[src/hw/texture_macros.svh]
`ifndef TEXTURE_MACROS_SVH
`define TEXTURE_MACROS_SVH

// grayscale sample width
`define TP_PIXEL_W 8

// default frame size
`define TP_COLS 16
`define TP_ROWS 12

// window side and area
`define TP_WIN 5
`define TP_WIN_AREA 25

// holds 25 x 255
`define TP_SUM_W 13

`endif
[src/hw/texture_pkg.sv]
`include "texture_macros.svh"

package texture_pkg;

  typedef logic [`TP_PIXEL_W-1:0] pixel_t;

  // sum of the 5x5 patch, or 25 times one pixel
  typedef logic [`TP_SUM_W-1:0] patch_sum_t;

  // bit k is direction k*45 deg counter-clockwise from east
  typedef logic [7:0] code_t;

  // one window column, top row first
  typedef struct packed {
    pixel_t row0;
    pixel_t row1;
    pixel_t row2;
    pixel_t row3;
    pixel_t row4;
  } pixel_column_t;

  // samples for one window position
  typedef struct packed {
    pixel_t       centre;
    pixel_t [7:0] inner;
    pixel_t [7:0] outer;
    patch_sum_t   sum;
  } ring_t;

  typedef struct packed {
    code_t rd;
    code_t ni;
  } descriptor_t;

endpackage

[src/hw/texture_pipeline.sv]
`timescale 1ns/1ps
`include "texture_macros.svh"

module texture_pipeline #(
  parameter int COLS = `TP_COLS,
  parameter int ROWS = `TP_ROWS
) (
  input  logic                     clk,
  input  logic                     rst_i,
  input  texture_pkg::pixel_t      pixel_i,
  input  logic                     pixel_valid_i,
  output texture_pkg::descriptor_t desc_o,
  output logic                     code_valid_o
);

  texture_pkg::pixel_column_t col;
  logic                       col_shift;
  logic                       col_valid;
  texture_pkg::ring_t         ring;
  logic                       win_valid;

  // stage 1, frame position and line memories
  pixel_line_buffer #(
    .COLS(COLS),
    .ROWS(ROWS)
  ) u_line_buffer (
    .clk          (clk),
    .rst_i        (rst_i),
    .pixel_i      (pixel_i),
    .pixel_valid_i(pixel_valid_i),
    .col_o        (col),
    .col_shift_o  (col_shift),
    .col_valid_o  (col_valid)
  );

  // stage 2, 5x5 window and ring samples
  window_assembler u_window (
    .clk        (clk),
    .rst_i      (rst_i),
    .col_i      (col),
    .col_shift_i(col_shift),
    .col_valid_i(col_valid),
    .ring_o     (ring),
    .win_valid_o(win_valid)
  );

  // stage 3, rd and ni codes
  descriptor_compare u_compare (
    .clk         (clk),
    .rst_i       (rst_i),
    .ring_i      (ring),
    .win_valid_i (win_valid),
    .desc_o      (desc_o),
    .code_valid_o(code_valid_o)
  );

endmodule

[src/hw/descriptor_compare.sv]
`timescale 1ns/1ps
`include "texture_macros.svh"

module descriptor_compare (
  input  logic                     clk,
  input  logic                     rst_i,
  input  texture_pkg::ring_t       ring_i,
  input  logic                     win_valid_i,
  output texture_pkg::descriptor_t desc_o,
  output logic                     code_valid_o
);

  localparam int DIRS = $bits(texture_pkg::code_t);

  texture_pkg::code_t      rd_next;
  texture_pkg::code_t      ni_next;
  texture_pkg::patch_sum_t scaled [DIRS];

  always_comb begin
    for (int k = 0; k < DIRS; k++) begin
      // outer sample against the patch mean, scaled up by the area
      scaled[k] = texture_pkg::patch_sum_t'(ring_i.outer[k]) *
                  texture_pkg::patch_sum_t'(`TP_WIN_AREA);
      rd_next[k] = (ring_i.outer[k] >= ring_i.inner[k]);
      ni_next[k] = (scaled[k] >= ring_i.sum);
    end
  end

  always_ff @(posedge clk) begin
    if (rst_i) begin
      code_valid_o <= 1'b0;
    end else begin
      code_valid_o <= win_valid_i;
    end
  end

  always_ff @(posedge clk) begin
    if (win_valid_i) begin
      desc_o.rd <= rd_next;
      desc_o.ni <= ni_next;
    end
  end

endmodule

[src/hw/window_assembler.sv]
`timescale 1ns/1ps
`include "texture_macros.svh"

module window_assembler (
  input  logic                       clk,
  input  logic                       rst_i,
  input  texture_pkg::pixel_column_t col_i,
  input  logic                       col_shift_i,
  input  logic                       col_valid_i,
  output texture_pkg::ring_t         ring_o,
  output logic                       win_valid_o
);

  // inner offsets per direction, dy counts upward
  localparam int DX [8] = '{1, 1, 0, -1, -1, -1, 0, 1};
  localparam int DY [8] = '{0, 1, 1, 1, 0, -1, -1, -1};
  localparam int MID = `TP_WIN / 2;

  texture_pkg::pixel_column_t win      [`TP_WIN];
  texture_pkg::pixel_column_t win_next [`TP_WIN];
  texture_pkg::patch_sum_t    col_sum  [`TP_WIN];
  texture_pkg::patch_sum_t    patch_sum;
  texture_pkg::patch_sum_t    new_sum;
  texture_pkg::patch_sum_t    sum_next;
  texture_pkg::ring_t         ring_next;

  function automatic texture_pkg::pixel_t col_px(input texture_pkg::pixel_column_t c,
                                                 input int r);
    case (r)
      0:       return c.row0;
      1:       return c.row1;
      2:       return c.row2;
      3:       return c.row3;
      default: return c.row4;
    endcase
  endfunction

  function automatic texture_pkg::patch_sum_t col_total(input texture_pkg::pixel_column_t c);
    texture_pkg::patch_sum_t acc;
    acc = '0;
    for (int r = 0; r < `TP_WIN; r++) begin
      acc = acc + texture_pkg::patch_sum_t'(col_px(c, r));
    end
    return acc;
  endfunction

  // window after the pending shift, column 4 is east
  always_comb begin
    for (int c = 0; c < `TP_WIN - 1; c++) begin
      win_next[c] = win[c+1];
    end
    win_next[`TP_WIN-1] = col_i;
    new_sum  = col_total(col_i);
    sum_next = patch_sum + new_sum - col_sum[0];
    ring_next.centre = col_px(win_next[MID], MID);
    for (int k = 0; k < 8; k++) begin
      ring_next.inner[k] = col_px(win_next[MID + DX[k]], MID - DY[k]);
      ring_next.outer[k] = col_px(win_next[MID + 2 * DX[k]], MID - 2 * DY[k]);
    end
    ring_next.sum = sum_next;
  end

  always_ff @(posedge clk) begin
    if (rst_i) begin
      for (int c = 0; c < `TP_WIN; c++) begin
        col_sum[c] <= '0;
      end
      patch_sum   <= '0;
      win_valid_o <= 1'b0;
    end else begin
      win_valid_o <= col_valid_i;
      if (col_shift_i) begin
        for (int c = 0; c < `TP_WIN - 1; c++) begin
          col_sum[c] <= col_sum[c+1];
        end
        col_sum[`TP_WIN-1] <= new_sum;
        patch_sum <= sum_next;
      end
    end
  end

  always_ff @(posedge clk) begin
    if (col_shift_i) begin
      for (int c = 0; c < `TP_WIN; c++) begin
        win[c] <= win_next[c];
      end
    end
    if (col_valid_i) begin
      ring_o <= ring_next;
    end
  end

endmodule

[src/hw/pixel_line_buffer.sv]
`timescale 1ns/1ps
`include "texture_macros.svh"

module pixel_line_buffer #(
  parameter int COLS = `TP_COLS,
  parameter int ROWS = `TP_ROWS
) (
  input  logic                       clk,
  input  logic                       rst_i,
  input  texture_pkg::pixel_t        pixel_i,
  input  logic                       pixel_valid_i,
  output texture_pkg::pixel_column_t col_o,
  output logic                       col_shift_o,
  output logic                       col_valid_o
);

  localparam int LINES = `TP_WIN - 1;
  localparam int COL_W = (COLS > 1) ? $clog2(COLS) : 1;
  localparam int ROW_W = (ROWS > 1) ? $clog2(ROWS) : 1;

  logic [COL_W-1:0] col_cnt;
  logic [ROW_W-1:0] row_cnt;
  logic             last_col;
  logic             last_row;
  logic             interior;

  // line k holds the row k+1 above the incoming one
  texture_pkg::pixel_t line_mem [LINES][COLS];
  texture_pkg::pixel_t tap [LINES];

  assign last_col = (col_cnt == COL_W'(COLS - 1));
  assign last_row = (row_cnt == ROW_W'(ROWS - 1));

  // bottom-right corner of a full 5x5 window
  assign interior = (row_cnt >= ROW_W'(LINES)) && (col_cnt >= COL_W'(LINES));

  always_comb begin
    for (int k = 0; k < LINES; k++) begin
      // rows above the frame top read as zero
      tap[k] = (row_cnt > ROW_W'(k)) ? line_mem[k][col_cnt] : '0;
    end
  end

  always_ff @(posedge clk) begin
    if (rst_i) begin
      col_cnt     <= '0;
      row_cnt     <= '0;
      col_shift_o <= 1'b0;
      col_valid_o <= 1'b0;
    end else begin
      col_shift_o <= pixel_valid_i;
      col_valid_o <= pixel_valid_i && interior;
      if (pixel_valid_i) begin
        if (last_col) begin
          col_cnt <= '0;
          row_cnt <= last_row ? '0 : row_cnt + 1'b1;
        end else begin
          col_cnt <= col_cnt + 1'b1;
        end
      end
    end
  end

  // column out and line shift on the same address
  always_ff @(posedge clk) begin
    if (pixel_valid_i) begin
      col_o.row0 <= tap[3];
      col_o.row1 <= tap[2];
      col_o.row2 <= tap[1];
      col_o.row3 <= tap[0];
      col_o.row4 <= pixel_i;
      line_mem[0][col_cnt] <= pixel_i;
      for (int k = 1; k < LINES; k++) begin
        line_mem[k][col_cnt] <= line_mem[k-1][col_cnt];
      end
    end
  end

endmodule

[config.mk]
export PLATFORM = sky130hd
export DESIGN_NAME = texture_pipeline
export DESIGN_NICKNAME = d
export VERILOG_FILES = /design/src/hw/texture_pkg.sv /design/src/hw/texture_pipeline.sv /design/src/hw/descriptor_compare.sv /design/src/hw/window_assembler.sv /design/src/hw/pixel_line_buffer.sv
export VERILOG_INCLUDE_DIRS = /design/src /design/src/hw
export SDC_FILE = /design/constraint.sdc
export NUM_CORES = 1
export LEC_CHECK = 0
export ABC_AREA = 0
export BUFFER_PORTS_ARGS = -buffer_cell sky130_fd_sc_hd__buf_4
export CAP_MARGIN = 20
export CORE_UTILIZATION = 61
export CTS_BUF_LIST = sky130_fd_sc_hd__clkbuf_2 sky130_fd_sc_hd__clkbuf_4 sky130_fd_sc_hd__clkbuf_8
export DETAILED_ROUTE_END_ITERATION = 16
export PLACE_DENSITY = 0.74
export SYNTH_ARGS = -nofsm -noshare
export SYNTH_HDL_FRONTEND = slang
export SYNTH_SLANG_ARGS = --single-unit
[constraint.sdc]
create_clock -name clk -period 17.4 [get_ports clk]
set_input_delay 1.74 -clock clk [delete_from_list [all_inputs] [get_ports clk]]
set_output_delay 1.74 -clock clk [all_outputs]
set_load 0.03 [all_outputs]
# Yosys cells after proc, flatten, opt, wreduce, memory -nomap -nowiden
# Memories as Yosys holds them, arrays and structs flattened.
# Cells that the tools add are included.
[classes]
eq_ne = 2
n_reduce_logical = 4
n_addsub = 8
bitwise = 6
order_cmp = 24
muxes = 29
multipliers = 8
[ops]
columns = ["op", "n"]
rows = [
  ["8-bit binary-select mux with 4-bit select", 4],
  ["128-bit 2-to-1 mux", 1],
  ["13-bit >= comparator", 8],
  ["8-bit by 5-bit multiplier with 13-bit output (second input constant)", 8],
  ["8-bit 2-to-1 mux", 9],
  ["13-bit 2-to-1 mux", 5],
  ["8-bit >= comparator", 8],
  ["13-bit by 8-bit adder with 13-bit output", 3],
  ["8-bit demux with 4-bit select", 1],
  ["13-bit adder", 1],
  ["13-bit subtractor", 1],
  ["8-bit by 8-bit adder with 9-bit output", 1],
  ["4-bit by 1-bit adder with 4-bit output (second input constant)", 2],
  ["4-bit equality test (second input constant)", 2],
  ["4-bit by 3-bit >= comparator with 1-bit output (second input constant)", 2],
  ["4-bit by 1-bit > comparator with 1-bit output (second input constant)", 2],
  ["4-bit by 2-bit > comparator with 1-bit output (second input constant)", 2],
  ["4-bit 2-to-1 mux", 2],
  ["1-bit 2-to-1 mux", 7],
  ["5-bit >= comparator (second input constant)", 1],
  ["5-bit by 1-bit < comparator with 1-bit output (second input constant)", 1],
  ["4-bit inverter with 5-bit output", 1],
  ["1-bit OR", 5],
  ["1-bit logical AND", 3],
  ["2-bit AND reduction", 1],
]
[word_totals]
out_inout_bits = 17
n_memories = 3
inputBits = 11
elab_cells = 115
ramBits = 777
regBits = 222
[memory_table]
columns = ["name", "depth", "word_bits", "read_ports", "rd_clocked_by_memory_dff", "wr", "line", "source"]
rows = [
  ["u_line_buffer.line_mem", 4, 128, 4, 0, 4, "pixel_line_buffer.sv:28", "texture_pkg::pixel_t line_mem [LINES][COLS];"],
  ["u_window.win", 5, 40, 4, 0, 5, "window_assembler.sv:19", "texture_pkg::pixel_column_t win [`TP_WIN];"],
  ["u_window.col_sum", 5, 13, 5, 0, 5, "window_assembler.sv:21", "texture_pkg::patch_sum_t col_sum [`TP_WIN];"],
]

# Longest topological paths before layout
[depth]
word_depth = 6
ltp_mapped = 27
ltp_nobuf = 26

# By module
# Synthesis repeated with hierarchy kept, for this count alone.
[hier_totals]
cells_unflattened = 2618
area_unflattened_um2 = 43939.6
[by_module_without_submodules]
columns = ["module", "n_inst", "cells_per_inst", "area_each_um2", "seq_area_each_um2"]
rows = [
  ["pixel_line_buffer", 1, 932, 21484.4, 16776.1],
  ["window_assembler", 1, 732, 13379.1, 10730.3],
  ["descriptor_compare", 1, 954, 9076.2, 500.5],
]

# Least setup slack after synthesis
# No wires, ideal clock.
[synth_timing]
path_type = "register to register"
startpoint = "reg u_line_buffer.col_o[25] in the netlist's numbering"
endpoint = "reg u_window.patch_sum[12]"
path_buffers = 1
required_ps = 17277
path_stages_with_launch = 24
period_less_slack_ps = 5938
t_arrival_ps = 5815
setup_time_ps = 123
setup_slack_ps = 11462
cell_sequence = "edfxtp_1 > ha_1 > a21o_1 > a21oi_1 > o21ai_0 > o41ai_1 > xnor2_1 > fa_1 > inv_1 > fa_1 > inv_1 > ha_1 > a211o_1 > nand2b_1 > o211ai_1 > xnor2_1 > fa_1 > ha_1 > clkbuf_1 > a31o_1 > a31o_1 > or3_1 > a21boi_1 > mux2_1"
[synth_via]
elab_chain_len = 6
[synth_lines]
columns = ["element", "line", "source"]
rows = [
  ["start, declared", "pixel_line_buffer.sv:12", "output texture_pkg::pixel_column_t col_o,"],
  ["8-bit by 8-bit adder with 9-bit output", "window_assembler.sv:42", "acc = acc + texture_pkg::patch_sum_t'(col_px(c, r));"],
  ["13-bit by 8-bit adder with 13-bit output (3 in series)", "window_assembler.sv:42", ""],
  ["via u_window.new_sum[8]", "window_assembler.sv:23", "texture_pkg::patch_sum_t new_sum;"],
  ["13-bit adder", "window_assembler.sv:54", "sum_next = patch_sum + new_sum - col_sum[0];"],
  ["13-bit subtractor", "window_assembler.sv:54", ""],
  ["end signal, assigned", "window_assembler.sv:77", "patch_sum <= sum_next;"],
  ["end, declared", "window_assembler.sv:22", "texture_pkg::patch_sum_t patch_sum;"],
]
# The timed path passes the listed nets, and every way through them passes these cells.
# A chain may end at the register's enable or synchronous reset.

# Worst setup path after layout
[layout_timing]
startpoint = "reg u_line_buffer.col_o[33] in the netlist's numbering"
endpoint = "reg u_window.patch_sum[12]"
# Same word-level chain as after synthesis.

==> impl_results.html <==
<table>
<tr><th>Metric</th><th>Value</th></tr>
<tr><th colspan="2">Synthesis</th></tr>
<tr><td>Post-Syn Area</td><td>43600 um2</td></tr>
<tr><td>Yosys top cell area share</td><td>62.5%</td></tr>
<tr><td>Sequential-to-total area share from yosys stat</td><td>63.7%</td></tr>
<tr><td>Most area-consuming cells after synthesis</td><td>edfxtp_1, ha_1, mux4_2</td></tr>
<tr><td>Post-synth EDFFs</td><td>908</td></tr>
<tr><td>Post-synthesis cell type with the largest combined area</td><td>edfxtp_1</td></tr>
<tr><td>Most numerous cell types in the synthesized netlist</td><td>edfxtp_1, ha_1, inv_1</td></tr>
<tr><td>Post-Syn Nets</td><td>3126</td></tr>
<tr><td>Cell count after synthesis</td><td>2625</td></tr>
<tr><td>Mean area per synthesized cell</td><td>16.6 um2</td></tr>
<tr><td>Number of warnings printed during yosys synthesis</td><td>0</td></tr>
<tr><td>Number of flip-flops and latches in the synthesized netlist</td><td>933</td></tr>
<tr><td>Unique cell type count in the Yosys netlist</td><td>59</td></tr>
<tr><td>Most used flip-flop cell after synthesis</td><td>edfxtp_1</td></tr>
<tr><td>Fraction of registers with async set or reset after synthesis</td><td>0%</td></tr>
<tr><td>Most common cell in the synthesized netlist</td><td>edfxtp_1</td></tr>
<tr><th colspan="2">Timing</th></tr>
<tr><td>Smallest hold slack</td><td>0.409 ns</td></tr>
<tr><td>Number of setup violations in the final report</td><td>0</td></tr>
<tr><td>RSZ-0062 raised after global routing</td><td>false</td></tr>
<tr><td>Highest clock rate</td><td>157 MHz</td></tr>
<tr><td>Minimum clock period</td><td>6.37 ns</td></tr>
<tr><td>Portion of the clock cycle consumed by the worst path in the final layout</td><td>36.6%</td></tr>
<tr><td>Final Worst Setup Slack</td><td>11.03 ns</td></tr>
<tr><td>Max-Slew Margin vs Limit</td><td>24.5%</td></tr>
<tr><td>Final Slew Violations</td><td>0</td></tr>
<tr><td>Clk_skew</td><td>0.0327 ns</td></tr>
<tr><td>Pin slew with the least headroom to its limit</td><td>1.13 ns</td></tr>
<tr><td>Total count of hold-check failures in the final report</td><td>0</td></tr>
<tr><td>Total Negative Setup Slacks</td><td>0 ns</td></tr>
<tr><th colspan="2">Clocking</th></tr>
<tr><td>H-tree depth</td><td>4</td></tr>
<tr><td>CTS Buf Count</td><td>147</td></tr>
<tr><td>Maximum root-to-sink buffer count</td><td>3</td></tr>
<tr><td>Post-cts sizing count</td><td>0</td></tr>
<tr><td>Sink count of the clock tree</td><td>933</td></tr>
<tr><td>Insertion delay to the later sink of the worst-skew pair</td><td>0.80 ns</td></tr>
<tr><td>CTS tree</td><td>built</td></tr>
<tr><td>Hold buffer count at CTS</td><td>0</td></tr>
<tr><td>CTS Root Cell</td><td>clkbuf_8</td></tr>
<tr><td>Clock Pin Slew Worst Setup and Hold Paths</td><td>0.07 ns</td></tr>
<tr><td>Count of buffers added by post-CTS timing repair for setup</td><td>0</td></tr>
<tr><th colspan="2">Detailed routing</th></tr>
<tr><td>Iter 0 DRT Violations</td><td>1499</td></tr>
<tr><td>TritonRoute pass-1 iters</td><td>7</td></tr>
<tr><td>Total via count in the routed design</td><td>22271</td></tr>
<tr><td># DRC</td><td>0</td></tr>
<tr><td>Drt wl/cell</td><td>22.1 um</td></tr>
<tr><td>Via count normalized by instance count</td><td>5.81</td></tr>
<tr><td>Residual antenna-violating net count after detailed routing</td><td>0</td></tr>
<tr><td>Wire length after detailed routing</td><td>84900 um</td></tr>
<tr><th colspan="2">Setup path</th></tr>
<tr><td>Maximum fanout along the worst path</td><td>9</td></tr>
<tr><td>Slack of the worst reg-to-reg path</td><td>11.03 ns</td></tr>
<tr><td>Worst-case reg-to-reg path depth</td><td>22</td></tr>
<tr><td>Delay of the slowest cell on the worst path</td><td>0.50 ns</td></tr>
<tr><td>Worst endpoint data arrival time</td><td>7.04 ns</td></tr>
<tr><td>Worst setup SP type</td><td>flip-flop</td></tr>
<tr><td>Launch instance of the worst register-to-register path</td><td>u_line_buffer.col_o[33]</td></tr>
<tr><td>Top Family by Delay on Critical Path</td><td>adder cells</td></tr>
<tr><td>Ordered list of cells on the worst path</td><td>ha_1 -&gt; a21o_1 -&gt; a21oi_1 -&gt; o21ai_0 -&gt; o41ai_1 -&gt; xnor2_1 -&gt; fa_1 -&gt; inv_1 -&gt; fa_1 -&gt; inv_1 -&gt; ha_1 -&gt; a211o_1 -&gt; nand2b_1 -&gt; o211ai_1 -&gt; xnor2_1 -&gt; fa_1 -&gt; ha_1 -&gt; a31o_1 -&gt; a31o_1 -&gt; or3_1 -&gt; a21boi_1 -&gt; mux2_1</td></tr>
<tr><td>Slowest cell on the critical path</td><td>fa_1</td></tr>
<tr><td>Reg2Reg Capture Point</td><td>u_window.patch_sum[12]</td></tr>
<tr><td>Path type of the worst setup path</td><td>reg -&gt; reg</td></tr>
<tr><td>Critical path data required time</td><td>18.06 ns</td></tr>
<tr><td>Sum of buffers and inverters on the critical path</td><td>2</td></tr>
<tr><td>Endpoint type of the worst setup path</td><td>flip-flop</td></tr>
<tr><th colspan="2">GRT</th></tr>
<tr><td>Global-route wire length before repair</td><td>132000 um</td></tr>
<tr><td>Gr ovfl total</td><td>0</td></tr>
<tr><td>Vias in the first global route</td><td>23590</td></tr>
<tr><td>Global-route total usage across every layer</td><td>24.1%</td></tr>
<tr><td>Largest net degree at the start of global routing</td><td>77</td></tr>
<tr><td>Antenna violations before repair</td><td>6</td></tr>
<tr><th colspan="2">Placement</th></tr>
<tr><td>Cell count after placement</td><td>3568</td></tr>
<tr><td>DPL Wire Length</td><td>53500 um</td></tr>
<tr><td>Buffers on Ports</td><td>27</td></tr>
<tr><td>Global placement routability congestion</td><td>0.910</td></tr>
<tr><td>Worst Setup Slack post-DPL</td><td>11.08 ns</td></tr>
<tr><th colspan="2">Floorplanning</th></tr>
<tr><td>Initial Util</td><td>61.9%</td></tr>
<tr><td>Number of rows created at floorplan</td><td>97</td></tr>
<tr><td>Area of the placeable core</td><td>70400 um2</td></tr>
<tr><td>Boundary Pins</td><td>28</td></tr>
<tr><td>Horizontal extent of the die</td><td>269 um</td></tr>
<tr><td>Height of the die</td><td>269 um</td></tr>
<tr><td>Die area</td><td>72500 um2</td></tr>
<tr><th colspan="2">Power and ir drop</th></tr>
<tr><td>Leakage power summed over all cells</td><td>18.2 nW</td></tr>
<tr><td>Power density over the cells</td><td>108 nW/um2</td></tr>
<tr><td>Maximum VDD drop</td><td>0.0815 mV</td></tr>
<tr><th colspan="2">Outcome</th></tr>
<tr><td>Status</td><td>complete, no violations</td></tr>
<tr><th colspan="2">Layout</th></tr>
<tr><td>Fraction of layout cells with a size suffix above 1</td><td>16.6%</td></tr>
<tr><td>Fin nets</td><td>3279</td></tr>
<tr><td>Cell Count, Final, Fillers Out</td><td>3834</td></tr>
<tr><td>Area growth syn-to-layout</td><td>9.82%</td></tr>
<tr><th colspan="2">Hold path</th></tr>
<tr><td>Instance count along the most critical hold path</td><td>0</td></tr>
<tr><td>Beginning of the worst hold path</td><td>u_window.win[0][63]</td></tr>
<tr><td>Worst min-delay path endpoint</td><td>u_window.ring_o[52]</td></tr>
<tr><td>Class of the tightest hold or removal check</td><td>reg -&gt; reg</td></tr>
<tr><th colspan="2">Job</th></tr>
<tr><td>Max-cap violations</td><td>0</td></tr>
</table>
-- area by class of cell --
cell class | instances | area [um2]
Multi-Input combinational cell | 1366 | 14500
Inverter | 276 | 1040
Clock buffer | 197 | 2440
Clock inverter | 67 | 450
Sequential cell | 933 | 27800
Timing Repair Buffer | 54 | 438
Tap cell | 940 | 1180
Fill cell | 4645 | 22500
Antenna cell | 1 | 2.50
-- registers in the layout (all words and copies together) (netlist names) --
signal,flops
u_window.win,144
u_line_buffer.col_cnt,4
u_compare.code_valid_o,1
u_line_buffer.line_mem,512
u_line_buffer.row_cnt,4
u_line_buffer.col_valid_o,1
u_window.col_sum,55
u_window.patch_sum,13
u_window.ring_o,141
u_line_buffer.col_shift_o,1
u_line_buffer.col_o,40
u_compare.desc_o,16
u_window.win_valid_o,1
-- routing by layer --
| layer | track usage [%] | vias up | wire [um] |
|---|---|---|---|
| li1 | - | 10266 | - |
| met1 | 30.3 | 11191 | 33900 |
| met2 | 41.7 | 637 | 43500 |
| met3 | 4.58 | 177 | 5060 |
| met4 | 9.20 | 0 | 2520 |
| met5 | 0 | - | 0 |
-- logic make-up after synthesis --
family,synth area share [%]
AND/OR/NAND/NOR,4.24
buffers and inverters,2.99
multiplexers,8.45
flip-flops,63.7
AO/OA/AOI/OAI,4.00
adder cells (fa/ha/maj),15.0
XOR/XNOR,1.67
-- where the power goes --
part / total (mW) / internal [mW] / switching [mW]
Sequential: 2.63 / 2.59 / 0.0372
Clock: 1.82 / 0.967 / 0.852
Combinational: 0.739 / 0.302 / 0.437
-- worst max-delay path by stage --
stage                            start                endpoint  slack [ns]  depth (start not counted)
6_report       u_line_buffer.col_o[33]  u_window.patch_sum[12]       11.03                         22
5_1_grt        u_line_buffer.col_o[32]  u_window.patch_sum[12]       10.64                         26
4_1_cts        u_line_buffer.col_o[32]  u_window.patch_sum[12]       11.05                         26
3_5_place_dp   u_line_buffer.col_o[32]  u_window.patch_sum[12]       11.08                         26
3_3_place_gp   u_line_buffer.col_o[33]  u_window.patch_sum[12]       11.20                         22
2_1_floorplan  u_line_buffer.col_o[25]  u_window.patch_sum[12]       11.46                         23
-- stage by stage --
stage | total power, mW | utilization (%) | instance area, um2
global route | 5.40 | 68.0 | 47900
floorplan | 3.22 | - | 43600
CTS | 5.22 | 68.0 | 47900
detailed placement | 3.40 | 63.9 | 45000
global placement | 3.37 | 63.8 | 44900
finish | 5.19 | 68.0 | 47900
-- worst register-to-register path, cell delays in order, from the launching register on --
cell	delay [ns]
edfxtp_1	0.43
ha_1	0.29
a21o_1	0.18
a21oi_1	0.22
o21ai_0	0.16
o41ai_1	0.35
xnor2_1	0.15
fa_1	0.50
inv_1	0.05
fa_1	0.50
inv_1	0.04
ha_1	0.33
a211o_1	0.28
nand2b_1	0.14
o211ai_1	0.14
xnor2_1	0.22
fa_1	0.47
ha_1	0.42
a31o_1	0.27
a31o_1	0.23
or3_1	0.36
a21boi_1	0.17
mux2_1	0.34
-- placed cells by master (no fill, tap or decap), types with 48 or more instances in the layout --
cell type	synthesis	routed
o21ai_0	64	64
a21oi_1	85	85
xnor2_1	74	74
clkbuf_8	0	154
nand2_1	48	48
ha_1	438	438
edfxtp_1	908	908
and2_1	78	63
fa_1	52	52
nor2_1	81	81
inv_1	276	274
nor2b_1	60	59
buf_4	0	52
mux4_2	160	160
Power figures use the tool's default switching activity.
